<file path="config.mk">
export PLATFORM = sky130hd
export DESIGN_NAME = front_panel
export DESIGN_NICKNAME = d
export VERILOG_FILES = /design/src/source/panel_pkg.sv /design/src/source/front_panel.sv
export SDC_FILE = /design/constraint.sdc
export NUM_CORES = 1
export LEC_CHECK = 0
export ABC_AREA = 1
export ABC_CLOCK_PERIOD_IN_PS = 2050
export BUFFER_PORTS_ARGS = -buffer_cell sky130_fd_sc_hd__clkbuf_2
export CORE_ASPECT_RATIO = 0.8
export CORE_UTILIZATION = 44
export CTS_CLUSTER_DIAMETER = 50
export DETAILED_ROUTE_END_ITERATION = 12
export PLACE_DENSITY = 0.88
export SLEW_MARGIN = 0
export SYNTH_ARGS = -nofsm -noshare
export SYNTH_HDL_FRONTEND = slang
export SYNTH_SLANG_ARGS = --single-unit
</file>
<file path="constraint.sdc">
create_clock -name clk -period 2.05 [get_ports clk]
set_clock_uncertainty 0.05 [all_clocks]
set_input_delay 0.1025 -clock clk [delete_from_list [all_inputs] [get_ports clk]]
set_output_delay 0.1025 -clock clk [all_outputs]
set_load 0.005 [all_outputs]
</file>
<file path="src/source/panel_pkg.sv">
package panel_pkg;

    typedef logic [15:0] word_t;       // Bus, switch and LED word
    typedef logic [13:0] imem_addr_t;  // 16K instruction words
    typedef logic [14:0] dmem_addr_t;  // 32K data words

    localparam int    IO_SPACE_BIT = 15;       // Set means I/O, clear means data memory
    localparam word_t IO_LED_ADDR  = 16'h8000;
    localparam word_t IO_SW_ADDR   = 16'h8001;

    typedef struct packed {
        dmem_addr_t raddr;
        dmem_addr_t waddr;
        word_t      wdata;
        logic       we;
    } dmem_req_t;

    typedef struct packed {
        word_t addr;
        word_t wdata;
        logic  rd;     // Read strobe
        logic  wr;     // Write strobe
    } io_req_t;

    typedef struct packed {
        imem_addr_t imem_addr;
        dmem_req_t  dmem;
        io_req_t    io;
    } core_req_t;

    typedef struct packed {
        word_t imem_data;
        word_t dmem_data;
        word_t io_data;
    } core_rsp_t;

    typedef struct packed {
        word_t      pc_display;
        logic [3:0] dp;          // Debug points, dp[3] leftmost
    } core_status_t;

    typedef enum logic [1:0] {
        TGT_DMEM,
        TGT_IMEM,
        TGT_IO
    } panel_target_t;

    typedef enum logic [2:0] {
        IDLE,
        READ_WAIT,
        READ_DONE,
        WRITE,
        WRITE_DONE
    } panel_op_t;

    typedef struct packed {
        logic          active;   // Panel owns its target path
        panel_target_t target;
        word_t         addr;
        word_t         wdata;
        logic          rd;
        logic          wr;
    } panel_bus_t;

    typedef struct packed {
        logic [3:0][3:0] digits;  // digits[3] is leftmost
        logic [3:0]      dp;
    } display_t;

endpackage

</file>
<file path="src/source/front_panel.sv">
module front_panel
    import panel_pkg::*;
(
    input  logic         clk,
    input  logic         reset,
    input  logic         enter_pulse,    // Short press in normal mode
    input  logic         toggle_pulse,   // Short press in panel mode
    input  logic         exit_pulse,     // Long hold
    input  logic         examine_pulse,
    input  logic         deposit_pulse,
    input  word_t        sw,
    input  word_t        panel_rdata,
    input  word_t        io_leds,
    input  core_status_t core_status,
    output logic         panel_mode,
    output panel_bus_t   panel_bus,
    output word_t        led,
    output display_t     display
);
    logic          mem_select;  // 1 = instruction space, 0 = data/IO
    panel_op_t     op;
    word_t         addr;        // Examine/deposit address
    word_t         data_q;      // Word shown on the LEDs
    panel_target_t target;

    // Target decoded once, used by strobes and readback alike
    always_comb begin
        if (mem_select) begin
            target = TGT_IMEM;
        end else if (addr[IO_SPACE_BIT]) begin
            target = TGT_IO;
        end else begin
            target = TGT_DMEM;
        end
    end

    always_ff @(posedge clk) begin
        if (reset) begin
            panel_mode <= 1'b0;
            mem_select <= 1'b0;
            op         <= IDLE;
        end else if (!panel_mode) begin
            op <= IDLE;
            if (enter_pulse) begin
                panel_mode <= 1'b1;
                mem_select <= 1'b0;          // Always start in data/IO space
            end
        end else if (exit_pulse) begin
            panel_mode <= 1'b0;
            op         <= IDLE;              // Abandon any access in flight
        end else begin
            case (op)
                IDLE: begin
                    if (examine_pulse) begin
                        op <= READ_WAIT;
                    end else if (deposit_pulse) begin
                        op <= WRITE;
                    end else if (toggle_pulse) begin
                        mem_select <= ~mem_select;
                    end
                end
                READ_WAIT:  op <= READ_DONE;     // Memory registers the word
                READ_DONE:  op <= IDLE;
                WRITE:      op <= WRITE_DONE;
                WRITE_DONE: op <= IDLE;
                default:    op <= IDLE;
            endcase
        end
    end

    // Address and LED word
    always_ff @(posedge clk) begin
        if (panel_mode && op == IDLE && examine_pulse) begin
            addr <= sw;                      // Examine loads address from switches
        end
        if (op == WRITE_DONE) begin
            addr <= addr + 1'b1;             // Deposit auto-increment
        end
        if (op == READ_DONE) begin
            data_q <= panel_rdata;
        end else if (op == WRITE) begin
            data_q <= sw;                    // Echo what was written
        end
    end

    always_comb begin
        panel_bus.active = panel_mode;
        panel_bus.target = target;
        panel_bus.addr   = addr;
        panel_bus.wdata  = sw;
        panel_bus.rd     = (op == READ_WAIT);
        panel_bus.wr     = (op == WRITE);
    end

    assign led = panel_mode ? data_q : io_leds;

    always_comb begin
        if (panel_mode) begin
            display.digits = addr;
            display.dp     = {mem_select, ~mem_select, 2'b00};  // dp3 imem, dp2 data/IO
        end else begin
            display.digits = core_status.pc_display;
            display.dp     = core_status.dp;
        end
    end

endmodule

</file>
==> impl_metrics.json, run 1 <==
{
  "fin_ws_ns": 0.364,
  "cp_common_cell": "nand2_1",
  "io_buffers": 148,
  "hold_viol": 0,
  "first_iter_violations": 134,
  "finalPower_mw": 1.74,
  "cts.repair.resized": 0,
  "holdPathStages": 4,
  "p_int_mw": 1.27,
  "core_sq_mm": 0.00553,
  "yosysTopAreaCellShare": 0.376,
  "setup_violations": 0,
  "synthMuxAreaShare": 0.0853,
  "p_leak_nw": 1.80,
  "final_antenna_net_count": 0,
  "drv_cap": 0,
  "cts_buffers": 5,
  "fin_util": 0.602,
  "synth_top_family_by_area": "simple AND/OR/NAND/NOR gates",
  "cts_max_level": 2,
  "grt_max_degree": 27,
  "slew_violations": 0,
  "ys_ff_latch": 37,
  "cp.arrival_ns": 1.69,
  "grtUsageTotal": 0.229,
  "synth_ff_type": "edfxtp_1",
  "area.growth.synth_to_final_pct": 30.3,
  "final_nets": 541,
  "place_ws_ns": 0.395,
  "yosys_warnings": 0,
  "rsz0062_at_grt": "no",
  "cts_tree": "yes",
  "num_rows": 24,
  "grt_pass1_wl_mm": 10.7,
  "path_clk_slew_ns": 0.07,
  "hold_buffers": 0,
  "cp_cell_sequence": "ha_1 -> nand2_1 -> nor2_1 -> nand4_1 -> nand3_1 -> nand2_1",
  "p_per_area_mw_per_mm2": 522,
  "cts_max_path_buffers": 2,
  "combPwrFrac": 0.229,
  "synthCells": 333,
  "cpMaxStageDelayCell": "edfxtp_1",
  "drt-total-wl_mm": 6.77,
  "yosysSeqAreaShare": 0.416,
  "yosys.cell_types.count": 30,
  "pin_count": 149,
  "root_buffer": "clkbuf_8",
  "sequentialPowerShare": 0.496,
  "wl_per_cell_um": 12.5,
  "ys_async_sr_fraction": 0,
  "hp-class": "in -> reg",
  "synth_xor_area_frac": 0.0172,
  "syn-cell-area_sq_mm": 0.00255,
  "reg2regPathDepth": 6,
  "fmax_ghz": 0.593,
  "die_x_um": 87.2,
  "synthSimpleGateAreaFrac": 0.322,
  "overflow": 0,
  "fin_crit_ns": 1.69,
  "synthTopCellsByArea": "edfxtp_1, nand2_1, mux2_4",
  "synth-edff-count": 32,
  "required_ns": 2.05,
  "firstDrtPassIters": 4,
  "p_switching_mw": 0.468,
  "status": "finished, final reports clean",
  "synth-adder-area-share": 0.00490,
  "die_h_um": 70.1,
  "first_global_vias": 2325,
  "slew_headroom": 0.592,
  "synth_compound_area_frac": 0.0441,
  "viasPerCell": 4.90,
  "start_util": 0.462,
  "drive_gt1_frac": 0.396,
  "mappedNetlistNets": 409,
  "antennaDiodeCount": 0,
  "crit_fanout": 5,
  "ir_drop_uv": 316,
  "vias": 2659,
  "setup.worst_path.end_class": "flip-flop",
  "dp_hpwl_mm": 5.32,
  "yosysTopAreaCell": "edfxtp_1",
  "yosysMostFrequentCell": "nand2_1",
  "yosys-top-cells-count": "nand2_1, edfxtp_1, nor2_1",
  "slowest_delay_ns": 0.42,
  "syn_avg_cell_area_sq_um": 7.67,
  "min_period_over_period": 0.823,
  "switching_share": 0.270,
  "gp_congestion": 0.859,
  "drcViolationCount": 0,
  "startpoint_type": "flip-flop",
  "antenna_found_initial": 0,
  "critPathKind": "reg -> reg",
  "postCtsSetupRepairBufs": 0,
  "clock-sinks": 37,
  "clockPowerShare": 0.275,
  "tns_ns": 0,
  "clock_latency_ns": 0.29,
  "tightest_slew_ns": 0.611,
  "design.die.area_sq_mm": 0.00611
}
-- kinds of logic after synthesis --
logic type | after synthesis
flops | 37
buf+inv | 52
xor+xnor | 5
compound gates | 20
fa+ha+maj | 1
simple gates | 202
mux | 16
-- routing by layer --
metal	vias to the layer above	GRT usage	wire, um	part of all wire
met3	12	0.0449	591	0.087
met2	138	0.386	3250	0.48
met1	1193	0.290	2830	0.42
met4	0	0.0856	99	0.015
met5	-	0	0	0
li1	1316	-	-	-
-- placed cells by master, fill, tap and decap left out, types with 2 or more instances in the layout --
| cell type | n |
|---|---|
| edfxtp_1 | 32 |
| nand3_1 | 15 |
| mux2_4 | 10 |
| mux2_2 | 6 |
| nand4_1 | 3 |
| inv_1 | 20 |
| clkbuf_8 | 5 |
| o21ai_1 | 4 |
| inv_2 | 3 |
| buf_4 | 5 |
| dfxtp_1 | 5 |
| nor2_1 | 28 |
| nor3_1 | 5 |
| nand2_1 | 145 |
| a21oi_1 | 2 |
| xnor2_1 | 5 |
| o21ai_2 | 2 |
| clkbuf_2 | 148 |
| o21ai_0 | 10 |
-- power groups by stage --
stage	clock, mW	sequential, mW	combinational [mW]
after floorplan	0	0.874	0.209
after global placement	0	0.876	0.389
after detailed placement	0	0.878	0.399
after CTS	0.487	0.861	0.401
after global routing	0.512	0.863	0.449
final	0.477	0.861	0.397
-- critical path, delay by kind of cell (launching register included) --
family	cells	cell delay (ns)
fa+ha+maj	1	0.21
flops	1	0.42
simple gates	5	0.78
-- area by class of cell --
| type | count | area [sq um] |
|---|---|---|
| fillers | 521 | 2200 |
| multi-input cells | 244 | 1210 |
| clock buffers | 6 | 72.6 |
| clock inverters | 1 | 3.75 |
| well taps | 78 | 97.6 |
| flip-flops and latches | 37 | 1060 |
| inverters | 23 | 86.3 |
| repair buffers | 154 | 798 |
-- registers in the layout, summed over array words and instances (netlist names) --
register,cells
mem_select,1
panel_mode,1
op,3
data_q,16
addr,16
-- stage by stage --
step	std cells	hold slack, ns	area, sq um
global route	543	0.0550	3330
detailed placement	536	0.322	3250
floorplan	333	0.195	2550
CTS	543	0.0243	3330
finish	543	0.0294	3330
global placement	536	0.314	3250
-- worst paths after layout --
check	from	end	slack, ns
max	addr[1]	addr[14]	0.36
min	reset	mem_select	0.03
max reg2reg	addr[1]	addr[14]	0.36
min reg2reg	op[1]	op[2]	0.49
Power figures use the tool's default switching activity.
==> run 2, diff against run 1 <==
--- a/config.mk
+++ b/config.mk
@@ -6,7 +6,7 @@
 export NUM_CORES = 1
 export LEC_CHECK = 0
 export ABC_AREA = 1
-export ABC_CLOCK_PERIOD_IN_PS = 2050
+export ABC_CLOCK_PERIOD_IN_PS = 1600
 export BUFFER_PORTS_ARGS = -buffer_cell sky130_fd_sc_hd__clkbuf_2
 export CORE_ASPECT_RATIO = 0.8
 export CORE_UTILIZATION = 44
==> constraint.sdc (replaced) <==
create_clock -name clk -period 1.6 [get_ports clk]
set_clock_uncertainty 0.05 [all_clocks]
set_input_delay 0.08 -clock clk [delete_from_list [all_inputs] [get_ports clk]]
set_output_delay 0.08 -clock clk [all_outputs]
set_load 0.005 [all_outputs]
==> impl_metrics.json, run 2 (same netlist as run 1, synthesis figures left out) <==
{
  "slew_headroom": 0.685,
  "io_buffers": 148,
  "drv_cap": 0,
  "cts_tree": "yes",
  "setup_violations": 0,
  "cpMaxStageDelayCell": "edfxtp_1",
  "hold-worst-slack_ns": 0.0188,
  "required_ns": 1.59,
  "multi_input_area_sq_mm": 0.00127,
  "finalPower_mw": 2.27,
  "vias": 2735,
  "overflow": 0,
  "crit_fanout": 5,
  "drt-total-wl_mm": 7.56,
  "num-fill-cells": 515,
  "root_buffer": "clkbuf_8",
  "layout_common_cells": "clkbuf_2, nand2_1, edfxtp_1",
  "status": "finished, final reports clean",
  "antennaDiodeCount": 0,
  "first_iter_violations": 113,
  "setup.worst_path.end_class": "flip-flop",
  "die_x_um": 87.2,
  "rsz0062_at_grt": "yes",
  "design.die.area_sq_mm": 0.00611,
  "gp_congestion": 0.815,
  "pin_count": 149,
  "grt_max_degree": 23,
  "cts_buffers": 5,
  "core_sq_mm": 0.00553,
  "antenna_found_initial": 0,
  "fin_crit_ns": 1.57,
  "num_rows": 24,
  "firstDrtPassIters": 4,
  "fin_util": 0.632,
  "mostFrequentLayoutCell": "clkbuf_2",
  "path_clk_slew_ns": 0.08,
  "ir_drop_uv": 488,
  "cts_max_path_buffers": 2,
  "cp_cell_sequence": "ha_4 -> nand2_4 -> nor2_4 -> buf_4 -> nand4_1 -> nand2_1 -> nand2_1 -> nand2_1",
  "viasPerCell": 4.91,
  "drcViolationCount": 0,
  "dp_hpwl_mm": 5.71,
  "critPathKind": "reg -> reg",
  "reg_top3": "addr x16, data_q x16, op x3",
  "wl_per_cell_um": 13.6,
  "cp.arrival_ns": 1.56,
  "tightest_slew_ns": 0.469,
  "grtUsageTotal": 0.234,
  "final_antenna_net_count": 0,
  "startpoint_type": "flip-flop",
  "fmax_ghz": 0.637,
  "die_h_um": 70.1,
  "cp_common_cell": "nand2_1",
  "slowest_delay_ns": 0.50,
  "drive_gt1_frac": 0.443,
  "fin_cells": 557,
  "clock_latency_ns": 0.28,
  "regArea_sq_mm": 0.00106,
  "area.growth.synth_to_final_pct": 36.8,
  "hp-class": "in -> reg",
  "grt_pass1_wl_mm": 11.0,
  "p_leak_nw": 1.86,
  "hold_viol": 0,
  "p_per_area_mw_per_mm2": 651,
  "clock-sinks": 37,
  "final_nets": 554,
  "min_period_over_period": 0.982,
  "dp.cells": 541,
  "start_util": 0.462,
  "first_global_vias": 2396,
  "slew_violations": 0,
  "cts_max_level": 2
}
-- run 2: changes by cell type in the layout (fill, tap and decap cells not counted), moves of 2 or more --
cell / before / now
buf_4: 5 / 16
nor2_1: 28 / 22
nor2_4: 1 / 5
clkinvlp_4: 0 / 3
dfxtp_1: 5 / 2
dfxtp_2: 0 / 3
nand2_1: 145 / 142
nand2_2: 0 / 2
nor2_2: 1 / 3
-- run 2: timing repair --
item / CTS / global route
setup buffers: 0 / 5
gates cloned: 0 / 2
hold endpoints to repair: 1 / 0
endpoints found under the setup margin: 2 / 14
pin swaps: 0 / 2
resized for setup: 2 / 19
hold buffers: 1 / 0
-- run 2: path summary, 6_finish.rpt --
check / start / endpoint / slack (ns) / depth (start not counted)
worst min register to register: op[1] / op[2] / 0.47 / 2
worst max register to register: addr[0] / addr[12] / 0.03 / 8
worst min-delay path: reset / mem_select / 0.02 / 4
worst max-delay path: addr[0] / addr[12] / 0.03 / 8
-- run 2: cell type report --
type | count | share of cell area
flip-flops and latches | 37 | 0.305
repair buffers | 165 | 0.249
inverters | 23 | 0.0258
clock buffers | 7 | 0.0219
well taps | 78 | 0.0279
clock inverters | 1 | 0.00143
repair inverters | 2 | 0.00430
multi-input cells | 244 | 0.364
-- run 2: worst max-delay path, delay by kind of cell, from the launching register on --
kind	cells	cell delay, ns
adders and majority gates	1	0.22
buffers and inverters	1	0.13
DFF	1	0.50
and+or+nand+nor	6	0.42
-- run 2: through the flow --
| stage | setup TNS, ns | cell area [sq um] | setup slack (ns) |
|---|---|---|---|
| after floorplan | -0.0677 | 2560 | -0.00677 |
| after global placement | 0 | 3280 | 0.0588 |
| after detailed placement | -0.0380 | 3280 | -0.0281 |
| after CTS | 0 | 3380 | 0.0416 |
| after global routing | -0.240 | 3490 | -0.0806 |
| final | 0 | 3490 | 0.0290 |
-- run 2: metal layers --
metal,wire length [um],part of all wire,GRT usage
met1,3080,0.41,0.290
met2,3790,0.50,0.412
met3,607,0.080,0.0473
met4,72,0.0095,0.0619
met5,0,0,0
-- run 2: power breakdown --
group	leakage (nW)	switching (mW)	internal, mW
clock	0.0422	0.328	0.306
sequential	0.333	0.0272	1.08
combinational	1.49	0.272	0.263
total	1.86	0.627	1.65
