### src/source/button_debouncer.sv
module button_debouncer #(
    parameter int DEBOUNCE_CYCLES = 16,
    parameter int LONG_CYCLES     = 1024
) (
    input  logic clk,
    input  logic reset,
    input  logic button,
    output logic press_pulse,
    output logic short_pulse,
    output logic long_pulse
);
    localparam int SW = $clog2(DEBOUNCE_CYCLES + 1);
    localparam int HW = $clog2(LONG_CYCLES + 1);

    logic [1:0]    sync_q;      // Two-flop synchronizer
    logic          level;       // Debounced button level
    logic [SW-1:0] stable_cnt;
    logic [HW-1:0] hold_cnt;
    logic          long_seen;   // Long pulse already given for this press
    logic          flip;

    // Raw level has differed long enough to take it
    assign flip = (sync_q[1] != level) && (stable_cnt == SW'(DEBOUNCE_CYCLES - 1));

    always_ff @(posedge clk) begin
        if (reset) begin
            sync_q     <= '0;
            level      <= 1'b0;
            stable_cnt <= '0;
        end else begin
            sync_q <= {sync_q[0], button};
            if (sync_q[1] == level) begin
                stable_cnt <= '0;            // Bounce back, start over
            end else if (flip) begin
                stable_cnt <= '0;
                level      <= sync_q[1];
            end else begin
                stable_cnt <= stable_cnt + 1'b1;
            end
        end
    end

    always_ff @(posedge clk) begin
        if (reset) begin
            hold_cnt    <= '0;
            long_seen   <= 1'b0;
            press_pulse <= 1'b0;
            short_pulse <= 1'b0;
            long_pulse  <= 1'b0;
        end else begin
            press_pulse <= flip && sync_q[1];
            short_pulse <= flip && !sync_q[1] && !long_seen;  // Release without long
            long_pulse  <= 1'b0;
            if (!level) begin
                hold_cnt  <= '0;
                long_seen <= 1'b0;
            end else if (!long_seen) begin
                if (hold_cnt == HW'(LONG_CYCLES - 1)) begin
                    long_pulse <= 1'b1;
                    long_seen  <= 1'b1;
                end else begin
                    hold_cnt <= hold_cnt + 1'b1;
                end
            end
        end
    end

endmodule

### config.mk
export PLATFORM = sky130hd
export DESIGN_NAME = button_debouncer
export DESIGN_NICKNAME = d
export VERILOG_FILES = /design/src/source/button_debouncer.sv
export SDC_FILE = /design/constraint.sdc
export NUM_CORES = 1
export LEC_CHECK = 0
export BUFFER_PORTS_ARGS = -buffer_cell sky130_fd_sc_hd__buf_2
export CAP_MARGIN = 10
export CORE_UTILIZATION = 45
export CTS_CLUSTER_SIZE = 14
export DETAILED_ROUTE_END_ITERATION = 6
export PLACE_DENSITY = 0.66
export SYNTH_ARGS = -nofsm -noshare
export SYNTH_HDL_FRONTEND = slang
export SYNTH_SLANG_ARGS = --single-unit
### constraint.sdc
create_clock -name clk -period 4.2 [get_ports clk]
set_input_delay 0.42 -clock clk [delete_from_list [all_inputs] [get_ports clk]]
set_output_delay 0.42 -clock clk [all_outputs]
set_load 0.02 [all_outputs]
==> results.ini, run 1 <==
[clock_tree]
ctsResizeCount = 0
cts_root_buf = clkbuf_4
htree_num_levels = 1
cts_setup_buffers = 0
path_clk_slew_ns = 0.13
clock-sinks = 23
cts_buffers = 3
clkLatencyLatePin_ns = 0.31
cts_buffer_depth = 2
postCtsHoldBufs = 0
cts_tree = built

[yosys]
async_flop_share = 0
syn_nets = 102
synth_edf_count = 0
synth_cell_types = 31
synth_top_area_frac = 0.496
synth_top_flop_cell = dfxtp_1
synth.area.top_cells = dfxtp_1, nor2_1, ha_1, a31oi_1, and4b_1
postSynthCellCount = 96
ys_ff_latch = 23
synth_area_leader_cell = dfxtp_1
synth.most_common_cell = dfxtp_1
ys_warn_count = 0
yosysSeqAreaShare = 0.496
ys_top_cells_by_count = dfxtp_1, nor2_1, nand2_1
syn_avg_cell_area_sq_um = 9.67
synth_area_sq_um = 928

[timing]
fin_ws_ns = 2.51
fin_worst_hold_slack_ns = 0.321
fin_worst_skew_ns = 0.0116
min_period_ns = 1.69
max_freq_mhz = 592
finalCritPeriodShare = 0.402
slew_headroom = 0.657
rsz0062_at_grt = no
timing.setup.tns_ns = 0
final_hold_viol_count = 0
worstMarginPinSlew_ns = 0.513
drv_slew = 0
finalSetupViolations = 0

[power_and_ir_drop]
p_leak_nw = 0.370
p_int_mw = 0.258
p_sw_frac = 0.206
p_switching_mw = 0.0669
clkPwrFrac = 0.312
powerDensity_mw_per_mm2 = 325
p_comb_frac = 0.012
peakVddDrop_v = 0.000241
seqPwrFrac = 0.676

[setup_path]
crit_end = hold_cnt[7]
critPathLaunch = hold_cnt[0]
critPathKind = reg2reg
path_max_fanout = 8
cp_data_arrival_time_ns = 1.93
required_ns = 4.44
ff2ff_setup_slack_ns = 2.51
cp-start-kind = flip-flop
end_kind = flip-flop
rr_startpoint = hold_cnt[0]
r2r_end = hold_cnt[7]
ff2ff_path_depth = 5

[floorplanning]
initial_utilization = 0.478
core_sq_mm = 0.00194
die-area_sq_mm = 0.00225
die_x_um = 47.4
io_pins = 6
die_height_um = 47.4
rows = 16

[finish]
finalNetCount = 111
final_layout_size_suffix_gt1_frac = 0.0962
fin_util = 0.516
n_antenna_cell = 0
syn2layout_area_growth_pct = 7.95

[placed_design]
hpwl_mm = 1.08
dp_slack_ns = 2.58
place_congestion = 0.724
port_buffers = 5

[min_path]
holdCritPathClass = in2reg

[route]
postRouteWirelength_mm = 1.49
drcViolationCount = 0
route.vias.total = 683
drtPass1Iterations = 4
avgViaCountPerCell = 5.21
wl_per_cell_um = 11.4
drt-initial-drc-count = 9
ant_nets = 0

[global_route]
overflow = 0
antenna_found_initial = 0
grt_start_max_net_pins = 13
track_usage = 0.151
grt_pass1_vias = 578
grt_pass1_wl_mm = 2.37

[outcome]
status = completed

[flow_run]
max_cap_viol_count = 0

-- worst max-delay path, stage by stage, from the launching register on --
cell and delay (ns):
dfxtp_1 0.35, ha_1 0.22, and4_4 0.20, and2_4 0.18, or4_1 0.47, a21oi_1 0.19
-- registers in the layout (all words and copies together) (netlist names) --
signal       cells
long_pulse       1
press_pulse      1
stable_cnt       5
long_seen        1
level            1
hold_cnt        11
sync_q           2
short_pulse      1
-- metal layers --
metal	GRT usage	wire, um	up-vias	share of wire
met5	0	0	-	0
met4	0.0743	27	0	0.018
met3	0.0226	25	4	0.017
met2	0.236	669	6	0.45
met1	0.204	770	313	0.52
li1	-	-	360	-
-- power by group through the flow --
stage / clock network [mW] / registers (mW) / logic [mW]
2_1_floorplan: 0 / 0.225 / 0.00202
3_3_place_gp: 0 / 0.225 / 0.00378
3_5_place_dp: 0 / 0.225 / 0.00386
4_1_cts: 0.105 / 0.220 / 0.00386
5_1_grt: 0.113 / 0.220 / 0.00437
6_report: 0.101 / 0.220 / 0.00380
-- stage by stage --
step / instance area, sq um / instances / total power, mW
2_1_floorplan: 928 / 96 / 0.227
3_3_place_gp: 976 / 127 / 0.229
3_5_place_dp: 976 / 127 / 0.229
4_1_cts: 1000 / 131 / 0.329
5_1_grt: 1000 / 131 / 0.338
6_report: 1000 / 131 / 0.325
-- layout by cell type (no fill, tap or decap) --
| cell | n |
|---|---|
| and4_4 | 1 |
| nor2b_1 | 4 |
| nand2b_1 | 1 |
| buf_2 | 5 |
| and3_1 | 1 |
| inv_1 | 3 |
| nand4_1 | 1 |
| xor2_1 | 1 |
| nor2_1 | 11 |
| or4_1 | 2 |
| nor4bb_1 | 1 |
| a41oi_1 | 1 |
| clkbuf_1 | 1 |
| nand2_1 | 6 |
| a21oi_1 | 2 |
| nor3_1 | 1 |
| o21ai_0 | 5 |
| clkbuf_4 | 3 |
| and4b_1 | 3 |
| o21ai_1 | 1 |
| dfxtp_1 | 23 |
| a31oi_1 | 5 |
| and2_1 | 2 |
| and3b_1 | 1 |
| and2_4 | 1 |
| or3_1 | 1 |
| mux2i_1 | 2 |
| nand3b_1 | 1 |
| nand3_1 | 5 |
| xnor2_1 | 3 |
| o211a_1 | 1 |
| ha_1 | 3 |
| o31ai_1 | 2 |
-- final cells by class --
class | count | area [sq um]
Multi-Input combinational cell | 69 | 445
Tap cell | 27 | 33.8
Clock buffer | 4 | 26.3
Timing Repair Buffer | 5 | 25.0
Inverter | 3 | 11.3
Fill cell | 183 | 940
Sequential cell | 23 | 460
-- logic make-up (layout without fill, tap and decap cells) --
logic type,Yosys count,count (layout),synth area share
compound gates,17,17,0.113
xor+xnor,4,4,0.0377
fa+ha+maj,3,3,0.0404
buf+inv,4,12,0.0243
flops,23,23,0.496
mux,2,2,0.0216
simple gates,43,43,0.267
-- worst min path at each step --
stage | start | end | slack (ns) | depth (start not counted)
after floorplan | sync_q[0] | sync_q[1] | 0.41 | 1
after global placement | stable_cnt[0] | stable_cnt[0] | 0.43 | 1
after detailed placement | sync_q[0] | sync_q[1] | 0.44 | 1
after CTS | button | sync_q[0] | 0.32 | 2
after global routing | button | sync_q[0] | 0.31 | 2
final | button | sync_q[0] | 0.32 | 2
No activity file was read; power rests on OpenSTA's default activity.
==> inputs of run 2 (changes only) <==
- ABC_AREA: not set -> 1
- clock period: 4.2 -> 1.6 ns (I/O delays scaled with it)
==> run 2 against run 1 <==
Effect of this change: worst hold slack got worse by 0.26 ns; die area up 9.9%; sequential share of layout area down 4.2 points; sequential power grew to 2.6 times the previous value; clock skew is 0.0072 ns lower; via count is 18% higher; clock power up 150%; critical path depth rose by 4; global-route usage shrank 0.61 points; combinational power increased to 2.9 times the previous value; utilization is 2.4 points higher; final cell count up 28%.
==> results.ini, run 2 <==
[route]
drcViolationCount = 0  ; unchanged
drt-initial-drc-count = 10  ; +1
drtPass1Iterations = 4  ; unchanged
avgViaCountPerCell = 4.79  ; -8.2%
ant_nets = 0  ; unchanged
postRouteWirelength_mm = 1.64  ; +9.8%
route.vias.total = 804  ; +18%
wl_per_cell_um = 9.76  ; -14%

[yosys]
synthAdderAreaFrac = 0.0366  ; -0.00380
syn_avg_cell_area_sq_um = 7.70  ; -20%
synth_edf_count = 0  ; unchanged
synth_top_flop_cell = dfxtp_1
yosysSeqAreaShare = 0.449  ; -0.0466
synth.most_common_cell = nor2_1
synth-xor-area-share = 0.00855  ; -0.0292
synth_cell_types = 22  ; -29%
synth_top_area_frac = 0.449  ; -0.0466
postSynthCellCount = 133  ; +39%
ys_warn_count = 0  ; unchanged
synth.area.top_cells = dfxtp_1, nor2_1, nand2_1, inv_1, nand3_2
ys_ff_latch = 23  ; unchanged
synth_area_sq_mm = 0.00102  ; +10%
ys_top_cells_by_count = nor2_1, dfxtp_1, nand2_1, inv_1, a21oi_1
synth.area.mux_share = 0  ; -0.0216
synth_area_leader_cell = dfxtp_1
async_flop_share = 0  ; unchanged
syn_nets = 139  ; +36%
synth_compound_area_frac = 0.0635  ; -0.0497
synth_simple_gate_area_frac = 0.369  ; +0.102
synth_top_family_by_area = simple AND/OR/NAND/NOR gates

[timing]
slew_headroom = 0.782  ; +0.125
fin_worst_hold_slack_ns = 0.0605  ; -0.260 ns
finalCritPeriodShare = 0.902  ; +0.499
finalSetupViolations = 0  ; unchanged
worstMarginPinSlew_ns = 0.325  ; -0.188 ns
rsz0062_at_grt = no
min_period_ns = 1.44  ; -0.248 ns
timing.setup.tns_ns = 0  ; unchanged
drv_slew = 0  ; unchanged
fin_worst_skew_ns = 0.00441  ; -0.00716 ns
max_freq_mhz = 693  ; +17%
final_hold_viol_count = 0  ; unchanged

[setup_path]
path_cells = ha_1 -> nand2_2 -> nor2_4 -> nand3_4 -> nand2_2 -> inv_2 -> nand2_1 -> nand2_1 -> nor2_1
critPathKind = reg2reg
cp-start-kind = flip-flop
rr_startpoint = hold_cnt[0]
r2r_end = hold_cnt[0]
slowest_delay_ns = 0.39  ; -0.08 ns
path_max_fanout = 12  ; +4
end_kind = flip-flop
ff2ff_path_depth = 9  ; +4
cpLargestDelayFamily = simple AND/OR/NAND/NOR gates
required_ns = 1.84  ; -2.60 ns
ff2ff_setup_slack_ns = 0.16  ; -2.35 ns
critPathBufInv = 1  ; +1
cp_data_arrival_time_ns = 1.69  ; -0.24 ns
slowest_stage = dfxtp_1

[finish]
syn2layout_area_growth_pct = 7.57
seqCellArea_sq_um = 460  ; unchanged
multi_input_area_sq_um = 497  ; +12%
final_cell_mix = nor2_1, dfxtp_1, nand2_1
finalNetCount = 148  ; +33%
top_regs = hold_cnt: 11 flops, stable_cnt: 5 flops, sync_q: 2 flops
regMostFlops = hold_cnt
largest_reg_flops = 11  ; unchanged
n_antenna_cell = 0  ; unchanged
final_layout_size_suffix_gt1_frac = 0.149  ; +0.0528
fill_cells = 219  ; +20%
mostFrequentLayoutCell = nor2_1

[power_and_ir_drop]
peakVddDrop_v = 0.000622  ; +160%
p_leak_nw = 0.379  ; +2.5%
powerDensity_mw_per_mm2 = 760  ; +130%

[clock_tree]
cts_root_buf = clkbuf_4
cts_tree = built
cts_buffers = 3  ; unchanged
cts_setup_buffers = 0  ; unchanged
clkLatencyLatePin_ns = 0.29  ; -0.02 ns
path_clk_slew_ns = 0.11  ; -0.02 ns
clock-sinks = 23  ; unchanged
cts_buffer_depth = 2  ; unchanged
htree_num_levels = 1  ; unchanged

[floorplanning]
die-area_sq_mm = 0.00247  ; +9.9%
core_sq_mm = 0.00204  ; +5.2%
rows = 16  ; unchanged
die_x_um = 49.7  ; +4.9%
io_pins = 6  ; unchanged
die_height_um = 49.7  ; +4.9%
initial_utilization = 0.502  ; +0.0237

[flow_run]
max_cap_viol_count = 0  ; unchanged

[placed_design]
port_buffers = 5  ; unchanged
hpwl_mm = 1.21  ; +12%
place_congestion = 0.753  ; +4.0%

[global_route]
track_usage = 0.145  ; -0.00608
grt_pass1_wl_mm = 2.82  ; +19%
grt_pass1_vias = 721  ; +25%
grt_start_max_net_pins = 13  ; unchanged
overflow = 0  ; unchanged
antenna_found_initial = 0  ; unchanged

[outcome]
status = completed

[min_path]
hp-start = button
hold_end = sync_q[0]
holdCritPathClass = in2reg
hold_depth = 3  ; +1

[run 2: changes by cell type after synthesis, sizes merged, moves of 4 or more]
| cell | delta |
|---|---|
| nor2 | +26 |
| nand2 | +18 |
| inv | +11 |
| a21oi | +5 |
| nand3 | +5 |
| a31oi | -4 |
| nor2b | -4 |
| o21ai | -4 |
[run 2: where the power goes]
part / internal [mW] / switching, mW / leakage [nW]
clock network: 0.0969 / 0.153 / 0.0150
registers: 0.575 / 0.00159 / 0.186
logic: 0.00454 / 0.00644 / 0.179
total: 0.677 / 0.161 / 0.379
[run 2: cells by family after synthesis]
family	count (synthesis)
simple gates	78
xor+xnor	1
flops	23
buf+inv	16
fa+ha+maj	3
compound gates	12
[run 2: area by class of cell]
type,instances,area share
clock buffer,4,0.0238
tap,27,0.0306
multi-input combinational,94,0.451
sequential,23,0.418
timing repair buffer,6,0.0295
inverter,14,0.0477
[run 2: repair_timing]
item | CTS | global route
endpoints found under the setup margin | 0 | 4
gates resized for setup | 0 | 2
hold buffers | 0 | 0
[run 2: how the worst max path moves through the flow]
stage | slack, ns | depth (start not counted) | endpoint | start
floorplan | 0.25 | 8 | stable_cnt[3] | stable_cnt[0]
global placement | 0.13 | 8 | stable_cnt[3] | stable_cnt[0]
detailed placement | 0.09 | 8 | stable_cnt[3] | stable_cnt[0]
CTS | 0.05 | 8 | stable_cnt[3] | stable_cnt[0]
global route | 0.0006 | 9 | hold_cnt[0] | hold_cnt[0]
finish | 0.16 | 9 | hold_cnt[0] | hold_cnt[0]
[run 2: stage by stage]
step	setup slack, ns	cells	power [mW]	util	cell area [sq um]
5_1_grt	0.000638	168	0.884	0.540	1100
4_1_cts	0.0548	168	0.853	0.536	1090
3_3_place_gp	0.133	164	0.600	0.523	1070
6_report	0.157	168	0.838	0.540	1100
3_5_place_dp	0.0859	164	0.601	0.523	1070
2_1_floorplan	0.247	133	0.595	-	1020
[run 2: per-layer routing]
metal / vias to the layer above / track usage / routed length [um]
met2: 10 / 0.225 / 740
met3: 2 / 0.0185 / 35
li1: 436 / - / -
met4: 0 / 0.0714 / 14
met5: - / 0 / 0
met1: 356 / 0.196 / 849
[run 2: worst reg2reg max path, cell delays in order, from the launching register on]
cell,delay (ns)
dfxtp_1,0.39
ha_1,0.21
nand2_2,0.11
nor2_4,0.14
nand3_4,0.17
nand2_2,0.13
inv_2,0.06
nand2_1,0.06
nand2_1,0.04
nor2_1,0.08
==> inputs of run 3 (changes only) <==
- CAP_MARGIN: 10 -> not set
- CORE_MARGIN: not set -> 3
==> run 3 against run 2 <==
Effect of this change: final area is 0.11% higher; clock power is 4% higher; non-clock buffer count stayed put; via count is 2.2% higher; setup slack worse by 0.014 ns; combinational power hardly changed; highest routed layer unchanged; total power is 1.2% higher; maximum frequency is 0.97% lower; sequential power hardly changed; first-iteration DRC count is 50% higher; critical path type unchanged; clock skew is 0.0080 ns higher; largest power group unchanged; final cell count stayed put.
==> results.ini, run 3 (same netlist as run 2, synthesis figures left out) <==
[outcome]
status = completed

[placed_design]
dpl-instance-area_sq_mm = 0.00107  ; unchanged
dp_slack_ns = 0.0757  ; -0.0101 ns
place_congestion = 0.802  ; +6.5%
port_buffers = 5  ; unchanged
placed_cells = 164  ; unchanged
hpwl_mm = 1.30  ; +7.9%

[timing]
slew_headroom = 0.709  ; -0.0728
worstMarginPinSlew_ns = 0.435  ; +0.110 ns
timing.setup.tns_ns = 0  ; unchanged
max_freq_mhz = 687  ; -0.97%
final_hold_viol_count = 0  ; unchanged
finalCritPeriodShare = 0.910  ; +0.00882
fin_worst_skew_ns = 0.0124  ; +0.00798 ns
drv_slew = 0  ; unchanged
rsz0062_at_grt = no
fin_ws_ns = 0.143  ; -0.0141 ns
fin_worst_hold_slack_ns = 0.0375  ; -0.0231 ns
finalSetupViolations = 0  ; unchanged
min_period_ns = 1.46  ; +0.0141 ns

[power_and_ir_drop]
powerDensity_mw_per_mm2 = 768  ; +1.0%
p_leak_nw = 0.382  ; +0.72%
peakVddDrop_v = 0.000493  ; -21%
p_total_mw = 0.848  ; +1.2%

[route]
drtPass1Iterations = 4  ; unchanged
postRouteWirelength_mm = 1.70  ; +3.4%
avgViaCountPerCell = 4.89  ; +2.2%
drcViolationCount = 0  ; unchanged
wl_per_cell_um = 10.1  ; +3.4%
ant_nets = 0  ; unchanged
drt-initial-drc-count = 15  ; +5
route.vias.total = 822  ; +2.2%

[floorplanning]
rows = 16  ; unchanged
die_x_um = 53.7  ; +8.0%
die_height_um = 53.7  ; +8.0%
core_sq_mm = 0.00206  ; +0.98%
io_pins = 6  ; unchanged
initial_utilization = 0.497  ; -0.00487
die-area_sq_mm = 0.00289  ; +17%

[global_route]
antenna_found_initial = 0  ; unchanged
grt_pass1_wl_mm = 3.19  ; +13%
track_usage = 0.150  ; +0.00539
overflow = 0  ; unchanged
grt_start_max_net_pins = 14  ; +1
grt_pass1_vias = 777  ; +7.8%

[setup_path]
path_max_fanout = 12  ; unchanged
end_kind = flip-flop
ff2ff_path_depth = 9  ; unchanged
cp-start-kind = flip-flop
required_ns = 1.86  ; +0.02 ns
slowest_stage = dfxtp_1
slowest_delay_ns = 0.40  ; about the same
critPathKind = reg2reg
rr_startpoint = hold_cnt[0]
cp_data_arrival_time_ns = 1.72  ; +0.03 ns
ff2ff_setup_slack_ns = 0.14  ; about the same
path_cells = ha_1 -> nand2_2 -> nor2_4 -> nand3_4 -> nand2_2 -> inv_2 -> nand2_1 -> nand2_1 -> nor2_1
r2r_end = hold_cnt[0]

[finish]
fin_util = 0.535  ; -0.00463
largest_reg_flops = 11  ; unchanged
design_area_sq_mm = 0.00110  ; +0.11%
fill_cells = 210  ; -4.1%
final_layout_size_suffix_gt1_frac = 0.156  ; +0.00709
n_antenna_cell = 0  ; unchanged
mostFrequentLayoutCell = nor2_1
instances_no_fill = 168  ; unchanged
finalNetCount = 148  ; unchanged
syn2layout_area_growth_pct = 7.69
final_cell_mix = nor2_1, dfxtp_1, nand2_1
top_regs = hold_cnt: 11 flops, stable_cnt: 5 flops, sync_q: 2 flops
regMostFlops = hold_cnt

[clock_tree]
path_clk_slew_ns = 0.13  ; +0.02 ns
cts_buffers = 3  ; unchanged
postCtsHoldBufs = 0  ; unchanged
cts_tree = built
cts_setup_buffers = 0  ; unchanged
htree_num_levels = 1  ; unchanged
cts_root_buf = clkbuf_4
cts_buffer_depth = 2  ; unchanged
ctsResizeCount = 0  ; unchanged
clkLatencyLatePin_ns = 0.31  ; +0.02 ns
clock-sinks = 23  ; unchanged

[min_path]
hp-start = button
hold_end = sync_q[0]
holdCritPathClass = in2reg
hold_depth = 3  ; unchanged

[flow_run]
max_cap_viol_count = 0  ; unchanged

run 3: cell count changes in the layout (fill, tap and decap cells not counted), sizes merged:
cell	change
clkbuf	-1
clkinv	+1
run 3: worst max-delay path: cells and delay by family (launching register included):
kind                     cells  cell delay (ns)
AND/OR/NAND/NOR              7             0.73
flip-flops                   1             0.40
adder cells (fa/ha/maj)      1             0.21
buffers and inverters        1             0.06
run 3: metal layers:
metal | up-vias | routed length [um] | GRT usage
met2 | 7 | 825 | 0.266
met1 | 374 | 819 | 0.171
met4 | 0 | 12 | 0.0638
met3 | 2 | 36 | 0.0332
li1 | 439 | - | -
met5 | - | 0 | 0
run 3: worst max path at each step:
stage | to | from | cells after the start
final | hold_cnt[0] | hold_cnt[0] | 9
after global routing | hold_cnt[0] | hold_cnt[1] | 9
after CTS | hold_cnt[0] | hold_cnt[0] | 9
after detailed placement | hold_cnt[0] | hold_cnt[0] | 8
after global placement | stable_cnt[3] | stable_cnt[0] | 8
after floorplan | stable_cnt[3] | stable_cnt[0] | 8
run 3: layout make-up:
| class | count | area (sq um) | area share |
|---|---|---|---|
| inverters | 14 | 52.6 | 0.0476 |
| repair buffers | 6 | 32.5 | 0.0295 |
| well taps | 27 | 33.8 | 0.0306 |
| clock inverters | 1 | 5.00 | 0.00454 |
| multi-input cells | 94 | 497 | 0.450 |
| clock buffers | 3 | 22.5 | 0.0204 |
| flip-flops and latches | 23 | 460 | 0.417 |
run 3: report_power, final:
part | total, mW | switching [mW] | internal, mW
combinational | 0.0109 | 0.00633 | 0.00453
clock | 0.260 | 0.167 | 0.0932
sequential | 0.577 | 0.00143 | 0.576
